$ cat src/hw/isa_pkg.sv
/* Instruction set definitions for the core: word widths, major opcodes,
   function codes, ALU operations and the instruction format union */
`default_nettype none

package isa_pkg;

   localparam int XLEN   = 32; // Data and address word width
   localparam int REG_AW = 5;  // Register index width

   // Major opcodes, only the subset this core executes
   typedef enum logic [6:0] {
      OPC_OP     = 7'b0110011, // Register-register ALU
      OPC_OP_IMM = 7'b0010011, // Register-immediate ALU
      OPC_LUI    = 7'b0110111, // Load upper immediate
      OPC_LOAD   = 7'b0000011, // Word load
      OPC_STORE  = 7'b0100011  // Word store
   } opcode_e;

   // funct3 codes of OP and OP_IMM
   localparam logic [2:0] F3_ADD  = 3'b000; // ADD or SUB
   localparam logic [2:0] F3_SLL  = 3'b001;
   localparam logic [2:0] F3_SLT  = 3'b010;
   localparam logic [2:0] F3_SLTU = 3'b011;
   localparam logic [2:0] F3_XOR  = 3'b100;
   localparam logic [2:0] F3_SR   = 3'b101; // SRL or SRA
   localparam logic [2:0] F3_OR   = 3'b110;
   localparam logic [2:0] F3_AND  = 3'b111;

   localparam logic [6:0] F7_ALT  = 7'b0100000; // Selects SUB and SRA

   typedef enum logic [3:0] {
      ALU_ADD, ALU_SUB, ALU_AND, ALU_OR, ALU_XOR,
      ALU_SLT, ALU_SLTU, ALU_SLL, ALU_SRL, ALU_SRA,
      ALU_PASS_B // Operand b straight through, for LUI
   } alu_op_e;

   typedef struct packed {
      logic [6:0]        funct7;
      logic [REG_AW-1:0] rs2;
      logic [REG_AW-1:0] rs1;
      logic [2:0]        funct3;
      logic [REG_AW-1:0] rd;
      opcode_e           opcode;
   } r_fmt_s;

   typedef struct packed {
      logic [11:0]       imm;    // imm[11:0]
      logic [REG_AW-1:0] rs1;
      logic [2:0]        funct3;
      logic [REG_AW-1:0] rd;
      opcode_e           opcode;
   } i_fmt_s;

   typedef struct packed {
      logic [6:0]        imm_hi; // imm[11:5]
      logic [REG_AW-1:0] rs2;
      logic [REG_AW-1:0] rs1;
      logic [2:0]        funct3;
      logic [4:0]        imm_lo; // imm[4:0]
      opcode_e           opcode;
   } s_fmt_s;

   typedef struct packed {
      logic [19:0]       imm;    // imm[31:12]
      logic [REG_AW-1:0] rd;
      opcode_e           opcode;
   } u_fmt_s;

   // One instruction word, read in the format its opcode calls for
   typedef union packed {
      r_fmt_s r;
      i_fmt_s i;
      s_fmt_s s;
      u_fmt_s u;
   } inst_u;

   localparam logic [XLEN-1:0] NOP_INST = 32'h0000_0013; // addi x0, x0, 0

endpackage

`default_nettype wire

$ cat src/hw/pipe_pkg.sv
/* Pipeline stage records: decode to execute, execute to result,
   write-back, forwarding source and main memory request */
`default_nettype none

package pipe_pkg;

   import isa_pkg::*;

   // Decode to execute
   typedef struct packed {
      alu_op_e           alu_op;
      logic              is_load;
      logic              is_store;
      logic              writes_rd;
      logic [REG_AW-1:0] rd;
      logic [XLEN-1:0]   opa;    // rs1 value after forwarding
      logic [XLEN-1:0]   opb;    // rs2 value or immediate
      logic [XLEN-1:0]   st_dat; // rs2 value, store data
   } id_ex_s;

   // Execute to result stage
   typedef struct packed {
      logic              is_load;
      logic              is_store;
      logic              writes_rd;
      logic [REG_AW-1:0] rd;
      logic [XLEN-1:0]   res;    // ALU result, also the memory address
      logic [XLEN-1:0]   st_dat;
   } ex_ma_s;

   // Register file write port
   typedef struct packed {
      logic              writes_rd;
      logic [REG_AW-1:0] rd;
      logic [XLEN-1:0]   dat;
   } ma_wb_s;

   // Forwarding source offered back to decode
   typedef struct packed {
      logic              we;
      logic [REG_AW-1:0] dst;
      logic [XLEN-1:0]   dat;
   } fwd_s;

   // Main memory request, write at the edge when cs and wen are high
   typedef struct packed {
      logic            cs;
      logic            wen;
      logic [XLEN-1:0] addr;
      logic [XLEN-1:0] wdata;
   } mem_req_s;

endpackage

`default_nettype wire

$ cat src/hw/regfile.sv
/* Register file, 31 writable words plus hard-wired x0,
   two read ports with write bypass and one write port */
`timescale 1ns/1ps
`default_nettype none

module regfile import isa_pkg::*, pipe_pkg::*; (
   input  logic              clk,
   input  logic              rst_n,
   input  logic [REG_AW-1:0] rs1,   // Read index A
   input  logic [REG_AW-1:0] rs2,   // Read index B
   output logic [XLEN-1:0]   rd1,   // Read data A
   output logic [XLEN-1:0]   rd2,   // Read data B
   input  ma_wb_s            wr     // Write-back item
);

   logic [XLEN-1:0] regs [1:2**REG_AW-1]; // x0 has no storage
   logic            wr_en;

   // Writes to x0 are dropped, no writes while in reset
   assign wr_en = rst_n && wr.writes_rd && (wr.rd != '0);

   always_ff @(posedge clk) begin
      if (wr_en) begin
         regs[wr.rd] <= wr.dat;
      end
   end

   // Same-cycle write returns the new value
   assign rd1 = (rs1 == '0)                  ? '0     :
                (wr_en && (wr.rd == rs1))    ? wr.dat : regs[rs1];
   assign rd2 = (rs2 == '0)                  ? '0     :
                (wr_en && (wr.rd == rs2))    ? wr.dat : regs[rs2];

endmodule

`default_nettype wire

$ cat src/hw/decode_stage.sv
/* Fetch and decode stage: PC, IR, load-use interlock, immediates,
   operand forwarding and the decode to execute register */
`timescale 1ns/1ps
`default_nettype none

module decode_stage import isa_pkg::*, pipe_pkg::*; #(
   parameter int INST_ADDR_W = 10          // PC wraps at this width
)(
   input  logic            clk,
   input  logic            rst_n,
   output logic [XLEN-1:0] inst_mem_addr,  // Fetch address
   input  logic [XLEN-1:0] inst_mem_dat,   // Fetched word, same cycle
   input  fwd_s            ex_fwd,         // Execute stage result
   input  logic            ex_is_load,     // Execute item is a load
   input  fwd_s            ma_fwd,         // Result stage result
   input  ma_wb_s          ma_wb,          // Register file write port
   output id_ex_s          id_ex
);

   logic [INST_ADDR_W-1:0] pc;
   inst_u                  ir;
   opcode_e                opc;
   logic [REG_AW-1:0]      rs1;
   logic [REG_AW-1:0]      rs2;
   logic [XLEN-1:0]        rf_rd1;
   logic [XLEN-1:0]        rf_rd2;
   logic [XLEN-1:0]        op1_val;        // rs1 after forwarding
   logic [XLEN-1:0]        op2_val;        // rs2 after forwarding
   logic [XLEN-1:0]        imm_i;
   logic [XLEN-1:0]        imm_s;
   logic [XLEN-1:0]        imm_u;
   logic                   alt;            // funct7 asks for SUB or SRA
   logic                   uses_rs1;
   logic                   uses_rs2;
   logic                   hit_rs1;
   logic                   hit_rs2;
   logic                   stall;          // Load-use interlock
   id_ex_s                 id_ex_nxt;

   // Newest value wins: execute, then result stage, then register file
   function automatic logic [XLEN-1:0] fwd_pick(
      input logic [REG_AW-1:0] rs,
      input logic [XLEN-1:0]   rf_val,
      input fwd_s              src_ex,
      input fwd_s              src_ma
   );
      if (rs == '0) return '0;                            // x0 stays zero
      if (src_ex.we && (src_ex.dst == rs)) return src_ex.dat;
      if (src_ma.we && (src_ma.dst == rs)) return src_ma.dat;
      return rf_val;
   endfunction

   function automatic alu_op_e alu_sel(
      input logic [2:0] f3,
      input logic       alt_op,
      input logic       reg_op       // SUB exists only in register form
   );
      case (f3)
         F3_ADD:  return (alt_op && reg_op) ? ALU_SUB : ALU_ADD;
         F3_SLL:  return ALU_SLL;
         F3_SLT:  return ALU_SLT;
         F3_SLTU: return ALU_SLTU;
         F3_XOR:  return ALU_XOR;
         F3_SR:   return alt_op ? ALU_SRA : ALU_SRL;
         F3_OR:   return ALU_OR;
         F3_AND:  return ALU_AND;
         default: return ALU_ADD;
      endcase
   endfunction

   assign inst_mem_addr = XLEN'(pc);

   // PC and IR hold while the interlock is active
   always_ff @(posedge clk) begin
      if (!rst_n) begin
         pc <= '0;
         ir <= NOP_INST;
      end else if (!stall) begin
         pc <= pc + INST_ADDR_W'(4); // Wraps at INST_ADDR_W
         ir <= inst_mem_dat;
      end
   end

   // Field extraction, common positions for all formats
   assign opc = ir.r.opcode;
   assign rs1 = ir.r.rs1;
   assign rs2 = ir.r.rs2;
   assign alt = (ir.r.funct7 == F7_ALT);

   assign imm_i = {{(XLEN-12){ir.i.imm[11]}}, ir.i.imm};
   assign imm_s = {{(XLEN-12){ir.s.imm_hi[6]}}, ir.s.imm_hi, ir.s.imm_lo};
   assign imm_u = {ir.u.imm, 12'h000};

   regfile regfile_i (
      .clk   (clk),
      .rst_n (rst_n),
      .rs1   (rs1),
      .rs2   (rs2),
      .rd1   (rf_rd1),
      .rd2   (rf_rd2),
      .wr    (ma_wb)
   );

   assign op1_val = fwd_pick(rs1, rf_rd1, ex_fwd, ma_fwd);
   assign op2_val = fwd_pick(rs2, rf_rd2, ex_fwd, ma_fwd);

   // LUI reads no register, only OP and STORE read rs2
   assign uses_rs1 = (opc != OPC_LUI);
   assign uses_rs2 = (opc == OPC_OP) || (opc == OPC_STORE);
   assign hit_rs1  = (rs1 != '0) && (rs1 == id_ex.rd);
   assign hit_rs2  = (rs2 != '0) && (rs2 == id_ex.rd);
   assign stall    = ex_is_load && id_ex.writes_rd &&
                     ((uses_rs1 && hit_rs1) || (uses_rs2 && hit_rs2));

   always_comb begin
      id_ex_nxt        = '0;         // Unknown opcodes become a bubble
      id_ex_nxt.alu_op = ALU_ADD;
      id_ex_nxt.rd     = ir.r.rd;
      id_ex_nxt.opa    = op1_val;
      id_ex_nxt.st_dat = op2_val;
      case (opc)
         OPC_OP: begin
            id_ex_nxt.alu_op    = alu_sel(ir.r.funct3, alt, 1'b1);
            id_ex_nxt.opb       = op2_val;
            id_ex_nxt.writes_rd = 1'b1;
         end
         OPC_OP_IMM: begin
            id_ex_nxt.alu_op    = alu_sel(ir.i.funct3, alt, 1'b0); // SRAI sits in funct7
            id_ex_nxt.opb       = imm_i;
            id_ex_nxt.writes_rd = 1'b1;
         end
         OPC_LUI: begin
            id_ex_nxt.alu_op    = ALU_PASS_B;
            id_ex_nxt.opb       = imm_u;
            id_ex_nxt.writes_rd = 1'b1;
         end
         OPC_LOAD: begin
            id_ex_nxt.opb       = imm_i;  // Address is rs1 + imm
            id_ex_nxt.is_load   = 1'b1;
            id_ex_nxt.writes_rd = 1'b1;
         end
         OPC_STORE: begin
            id_ex_nxt.opb       = imm_s;
            id_ex_nxt.is_store  = 1'b1;
         end
         default: ;
      endcase
      if (stall) begin                 // Inject a bubble behind the load
         id_ex_nxt.is_load   = 1'b0;
         id_ex_nxt.is_store  = 1'b0;
         id_ex_nxt.writes_rd = 1'b0;
      end
   end

   always_ff @(posedge clk) begin
      if (!rst_n) begin
         id_ex <= '0;  // Bubble
      end else begin
         id_ex <= id_ex_nxt;
      end
   end

endmodule

`default_nettype wire

$ cat src/hw/execute_stage.sv
/* Execute stage: ALU, forwarding of the ALU result to decode
   and the execute to result register */
`timescale 1ns/1ps
`default_nettype none

module execute_stage import isa_pkg::*, pipe_pkg::*; (
   input  logic   clk,
   input  logic   rst_n,
   input  id_ex_s id_ex,       // Item in execute this cycle
   output fwd_s   ex_fwd,      // ALU result offered to decode
   output logic   ex_is_load,  // Drives the decode interlock
   output ex_ma_s ex_ma
);

   localparam int SHW = $clog2(XLEN); // Shift amount width

   logic [XLEN-1:0] a;
   logic [XLEN-1:0] b;
   logic [SHW-1:0]  shamt;
   logic [XLEN-1:0] alu_res;

   assign a     = id_ex.opa;
   assign b     = id_ex.opb;
   assign shamt = b[SHW-1:0];  // Low 5 bits only

   always_comb begin
      case (id_ex.alu_op)
         ALU_ADD:    alu_res = a + b;
         ALU_SUB:    alu_res = a - b;
         ALU_AND:    alu_res = a & b;
         ALU_OR:     alu_res = a | b;
         ALU_XOR:    alu_res = a ^ b;
         ALU_SLT:    alu_res = XLEN'($signed(a) < $signed(b));
         ALU_SLTU:   alu_res = XLEN'(a < b);
         ALU_SLL:    alu_res = a << shamt;
         ALU_SRL:    alu_res = a >> shamt;
         ALU_SRA:    alu_res = $unsigned($signed(a) >>> shamt); // Sign fill
         ALU_PASS_B: alu_res = b;  // LUI
         default:    alu_res = a + b;
      endcase
   end

   // A load's data only exists in the result stage
   assign ex_fwd.we   = id_ex.writes_rd && !id_ex.is_load;
   assign ex_fwd.dst  = id_ex.rd;
   assign ex_fwd.dat  = alu_res;
   assign ex_is_load  = id_ex.is_load;

   always_ff @(posedge clk) begin
      if (!rst_n) begin
         ex_ma <= '0;  // Bubble, keeps cs low after reset
      end else begin
         ex_ma.is_load   <= id_ex.is_load;
         ex_ma.is_store  <= id_ex.is_store;
         ex_ma.writes_rd <= id_ex.writes_rd;
         ex_ma.rd        <= id_ex.rd;
         ex_ma.res       <= alu_res;
         ex_ma.st_dat    <= id_ex.st_dat;
      end
   end

endmodule

`default_nettype wire

$ cat src/hw/result_stage.sv
/* Result stage: main memory access, load data selection,
   forwarding to decode and the write-back register */
`timescale 1ns/1ps
`default_nettype none

module result_stage import isa_pkg::*, pipe_pkg::*; (
   input  logic            clk,
   input  logic            rst_n,
   input  ex_ma_s          ex_ma,           // Item in this stage
   output mem_req_s        main_mem_req,    // Combinational from ex_ma
   input  logic [XLEN-1:0] main_mem_rdata,  // Read data, same cycle
   output fwd_s            ma_fwd,          // Result offered to decode
   output ma_wb_s          ma_wb            // Register file write, next cycle
);

   logic [XLEN-1:0] res;

   // Word accesses only, byte offset forced to zero
   assign main_mem_req.cs    = ex_ma.is_load || ex_ma.is_store;
   assign main_mem_req.wen   = ex_ma.is_store;
   assign main_mem_req.addr  = {ex_ma.res[XLEN-1:2], 2'b00};
   assign main_mem_req.wdata = ex_ma.st_dat;

   assign res = ex_ma.is_load ? main_mem_rdata : ex_ma.res;

   assign ma_fwd.we  = ex_ma.writes_rd;
   assign ma_fwd.dst = ex_ma.rd;
   assign ma_fwd.dat = res;

   always_ff @(posedge clk) begin
      if (!rst_n) begin
         ma_wb <= '0;
      end else begin
         ma_wb.writes_rd <= ex_ma.writes_rd;
         ma_wb.rd        <= ex_ma.rd;
         ma_wb.dat       <= res;     // Load data or ALU result
      end
   end

endmodule

`default_nettype wire

$ cat src/hw/etcpu_core.sv
/* Core top level: decode, execute and result stages
   with the instruction and main memory ports */
`timescale 1ns/1ps
`default_nettype none

module etcpu_core import isa_pkg::*, pipe_pkg::*; #(
   parameter int INST_ADDR_W = 10          // Instruction byte address width
)(
   input  logic            clk,
   input  logic            rst_n,
   output logic [XLEN-1:0] inst_mem_addr,  // Instruction memory address
   input  logic [XLEN-1:0] inst_mem_dat,   // Instruction word, combinational
   output mem_req_s        main_mem_req,   // Main memory request
   input  logic [XLEN-1:0] main_mem_rdata  // Main memory read data
);

   id_ex_s id_ex;       // Decode to execute
   ex_ma_s ex_ma;       // Execute to result
   fwd_s   ex_fwd;      // Forward from execute
   fwd_s   ma_fwd;      // Forward from result stage
   ma_wb_s ma_wb;       // Write-back into the register file
   logic   ex_is_load;

   decode_stage #(
      .INST_ADDR_W (INST_ADDR_W)
   ) decode_i (
      .clk           (clk),
      .rst_n         (rst_n),
      .inst_mem_addr (inst_mem_addr),
      .inst_mem_dat  (inst_mem_dat),
      .ex_fwd        (ex_fwd),
      .ex_is_load    (ex_is_load),
      .ma_fwd        (ma_fwd),
      .ma_wb         (ma_wb),
      .id_ex         (id_ex)
   );

   execute_stage execute_i (
      .clk        (clk),
      .rst_n      (rst_n),
      .id_ex      (id_ex),
      .ex_fwd     (ex_fwd),
      .ex_is_load (ex_is_load),
      .ex_ma      (ex_ma)
   );

   result_stage result_i (
      .clk            (clk),
      .rst_n          (rst_n),
      .ex_ma          (ex_ma),
      .main_mem_req   (main_mem_req),
      .main_mem_rdata (main_mem_rdata),
      .ma_fwd         (ma_fwd),
      .ma_wb          (ma_wb)
   );

endmodule

`default_nettype wire

$ cat config.mk
export PLATFORM = sky130hd
export DESIGN_NAME = etcpu_core
export DESIGN_NICKNAME = d
export VERILOG_FILES = /design/src/hw/isa_pkg.sv /design/src/hw/pipe_pkg.sv /design/src/hw/regfile.sv /design/src/hw/decode_stage.sv /design/src/hw/execute_stage.sv /design/src/hw/result_stage.sv /design/src/hw/etcpu_core.sv
export SDC_FILE = /design/constraint.sdc
export NUM_CORES = 2
export LEC_CHECK = 0
export BUFFER_PORTS_ARGS = -buffer_cell sky130_fd_sc_hd__buf_4
export CORE_MARGIN = 1
export CORE_UTILIZATION = 30
export CTS_BUF_LIST = sky130_fd_sc_hd__clkbuf_4 sky130_fd_sc_hd__clkbuf_8
export DETAILED_ROUTE_END_ITERATION = 10
export PLACE_DENSITY_LB_ADDON = 0.12
export SLEW_MARGIN = 25
export SYNTH_ARGS = -nofsm -noshare
export SYNTH_HDL_FRONTEND = slang
export SYNTH_SLANG_ARGS = --single-unit
$ cat constraint.sdc
create_clock -name clk -period 8.6 [get_ports clk]
set_input_delay 1.72 -clock clk [delete_from_list [all_inputs] [get_ports clk]]
set_output_delay 1.72 -clock clk [all_outputs]
set_load 0.01 [all_outputs]
==> impl_metrics.tcl <==
set metrics [dict create \
    wl_per_cell_um 32.9 \
    rsz0062_at_grt "false" \
    p_leak_nw 24.5 \
    die_y_um 473 \
    wirelength_um 258000 \
    layout_common_cells "992 x edfxtp_1, 655 x mux4_2, 361 x nor2_1" \
    port_buffers 137 \
    rows 172 \
    hold_end "execute_i.ex_ma[7]" \
    nFillCells 21500 \
    crit_arrival_ns 5.91 \
    synth_edf_count 992 \
    globalplace.congestion 0.932 \
    cts_tree "built" \
    h-tree-depth 4 \
    start_util 0.303 \
    outcome "finished, final reports clean" \
    r2r-end "decode_i.id_ex[45]" \
    first_iter_violations 4632 \
    dr.pass1.iters 6 \
    max_slew_margin 0.270 \
    path_class "reg2reg" \
    p_per_area_nw_per_um2 193 \
    dpl.hpwl_um 176000 \
    ys_types 101 \
    hold_class "reg2reg" \
    synthArstFlopShare 0 \
    finalCriticalPeriod_ns 5.04 \
    ys_warn_count 0 \
    synth_seq_cells 1260 \
    antenna_left 0 \
    antenna_found_initial 13 \
    finalClockSkew_ns 0.0698 \
    clkLatencyLatePin_ns 1.01 \
    syn_avg_cell_area_um2 14.3 \
    dieArea_um2 224000 \
    hold_buffers 0 \
    crit_fanout 57 \
    dp_cells 7424 \
    via_per_inst 5.61 \
    grt_max_degree 91 \
    critical_path_required_ns 9.47 \
    holdPathStages 1 \
    final_nets 4860 \
    boundaryPins 164 \
    drc 0 \
    post_cts_buffers 0 \
    drv_cap 0 \
    slew_viol_final 0 \
    setup_violations 0 \
    path_clk_slew_ns 0.06 \
    fmax_mhz 198 \
    worstHoldStart "decode_i.id_ex[7]" \
    vias 44000 \
    die_w_um 473 \
    fp.coreArea_um2 220000 \
    fin_crit_sh 0.586 \
    grt_pass1_wl_um 360000 \
    synthCells 4652 \
    cts_buffers 226 \
    start_kind "flop" \
    grt_pass1_vias 43900 \
    syn2layout_area_growth_pct 12.8 \
    timing.rr.start "decode_i.id_ex[36]" \
    synthesis.area_um2 66700 \
    grt_use_total 0.228 \
    ys_seq_area_frac 0.527 \
    layoutNonFillerInstCount 7849 \
    cp-end-kind "flop" \
    r2r_slack_ns 3.56 \
    drive_gt1_frac 0.294 \
    finalSetupTns_ns 0 \
    ir_drop_uv 128 \
    clock-sinks 1260 \
    final-hold-violation-count 0 \
    synth_ff_type "edfxtp_1" \
    layout_commonest_cell "edfxtp_1" \
    cts_max_path_buffers 3 \
    cts_root_buf "clkbuf_8" \
    overflow 0 \
    reg2regPathDepth 11 \
    cts_resized 0 \
    worstMarginPinSlew_ns 1.09 \
]
-- worst max path at each step --
stage                            start  slack [ns]  depth (start not counted)                        endpoint
floorplan                        rst_n        4.17                          5  decode_i.regfile_i.regs[28][0]
global placement    decode_i.id_ex[36]        3.54                         12              decode_i.id_ex[45]
detailed placement  decode_i.id_ex[36]        3.57                         11              decode_i.id_ex[45]
CTS                 decode_i.id_ex[36]        3.54                         11              decode_i.id_ex[45]
global route        decode_i.id_ex[36]        3.31                         12              decode_i.id_ex[95]
finish              decode_i.id_ex[36]        3.56                         11              decode_i.id_ex[45]
-- worst max-delay path: stages, from the launching register on --
cell	delay, ns
dfxtp_2	0.31
buf_4	0.49
clkinv_1	0.66
ha_1	0.69
o21bai_1	0.20
a21boi_0	0.15
o21ai_0	0.68
nand2_1	0.30
a211o_1	0.35
a211oi_1	0.70
a21o_1	0.25
o22ai_1	0.09
-- Yosys cell counts (8+ instances only) --
master	instances	area [um^2]
o22ai_1	31	194
mux4_2	655	14800
o21ai_1	28	140
o31ai_1	17	128
mux2_2	40	450
o211ai_1	32	240
nand2b_1	8	50.1
nor2b_1	14	87.6
o21bai_1	11	82.6
nor3_1	54	270
buf_4	99	743
xor2_1	25	219
nor4_1	15	93.8
nand4_1	14	87.6
and3_1	14	87.6
mux2i_1	211	2110
nand3_1	47	235
a221oi_1	17	149
and2_1	93	582
a2111oi_0	8	70.1
or2_2	10	62.6
o21ai_0	130	651
inv_1	104	390
clkbuf_1	230	863
ha_1	98	1230
buf_2	94	470
o21a_1	17	128
o2111ai_1	15	131
a31oi_1	16	100
xnor2_1	20	175
a211o_1	10	87.6
edfxtp_1	992	29800
a21o_1	24	180
o221ai_1	21	184
dfxtp_1	268	5370
a21oi_1	216	1080
a211oi_1	89	668
a221o_1	9	90.1
buf_6	9	101
buf_1	50	188
nand2_1	217	815
a22oi_1	28	210
or3_1	15	93.8
nor2_1	392	1470
-- flip-flops by register name, summed over array words and instances (netlist names), named ones only --
signal	count
decode_i.ir	32
decode_i.pc	8
decode_i.regfile_i.regs	992
decode_i.id_ex	108
execute_i.ex_ma	72
result_i.ma_wb	38
-- cell families after synthesis --
family                   Yosys count  synth area share
AO/OA/AOI/OAI                    803            0.0801
XOR/XNOR                          45           0.00591
adder cells (fa/ha/maj)          100            0.0190
buffers and inverters            592            0.0420
flip-flops                      1260             0.527
multiplexers                     907             0.260
other                              1         0.0000562
AND/OR/NAND/NOR                  944            0.0657
-- per-layer routing --
layer | vias to the layer above | part of all wire | track usage
met5 | - | 0.000050 | 0
met4 | 2 | 0.034 | 0.0763
met3 | 351 | 0.055 | 0.0345
met2 | 1614 | 0.46 | 0.358
met1 | 23500 | 0.45 | 0.321
li1 | 18600 | - | -
-- report_power, final --
group / internal, mW / switching [mW] / leakage, nW
Sequential: 6.65 / 0.222 / 11.4
Clock: 3.07 / 2.71 / 2.40
Combinational: 0.727 / 1.14 / 10.7
Total: 10.4 / 4.07 / 24.5
-- cell type report --
class,count,area (um^2),share of cell area
inverters,108,405,0.00539
multi-input cells,2825,29100,0.388
well taps,2958,3700,0.0492
flip-flops and latches,1260,35200,0.468
clock inverters,114,807,0.0107
diodes,10,25.0,0.000333
clock buffers,301,3750,0.0499
repair buffers,273,2130,0.0283
-- through the flow --
stage / cell area (um^2) / total power, mW / util / worst slack (ns) / hold slack, ns
5_1_grt: 75200 / 15.1 / 0.341 / 3.31 / 0.442
4_1_cts: 75200 / 14.7 / 0.341 / 3.54 / 0.432
2_1_floorplan: 66800 / 8.08 / - / 4.17 / 0.412
3_5_place_dp: 70600 / 8.86 / 0.320 / 3.57 / 0.421
6_report: 75200 / 14.5 / 0.341 / 3.56 / 0.429
3_3_place_gp: 70600 / 8.87 / 0.320 / 3.54 / 0.414
No activity file was read; power rests on OpenSTA's default activity.
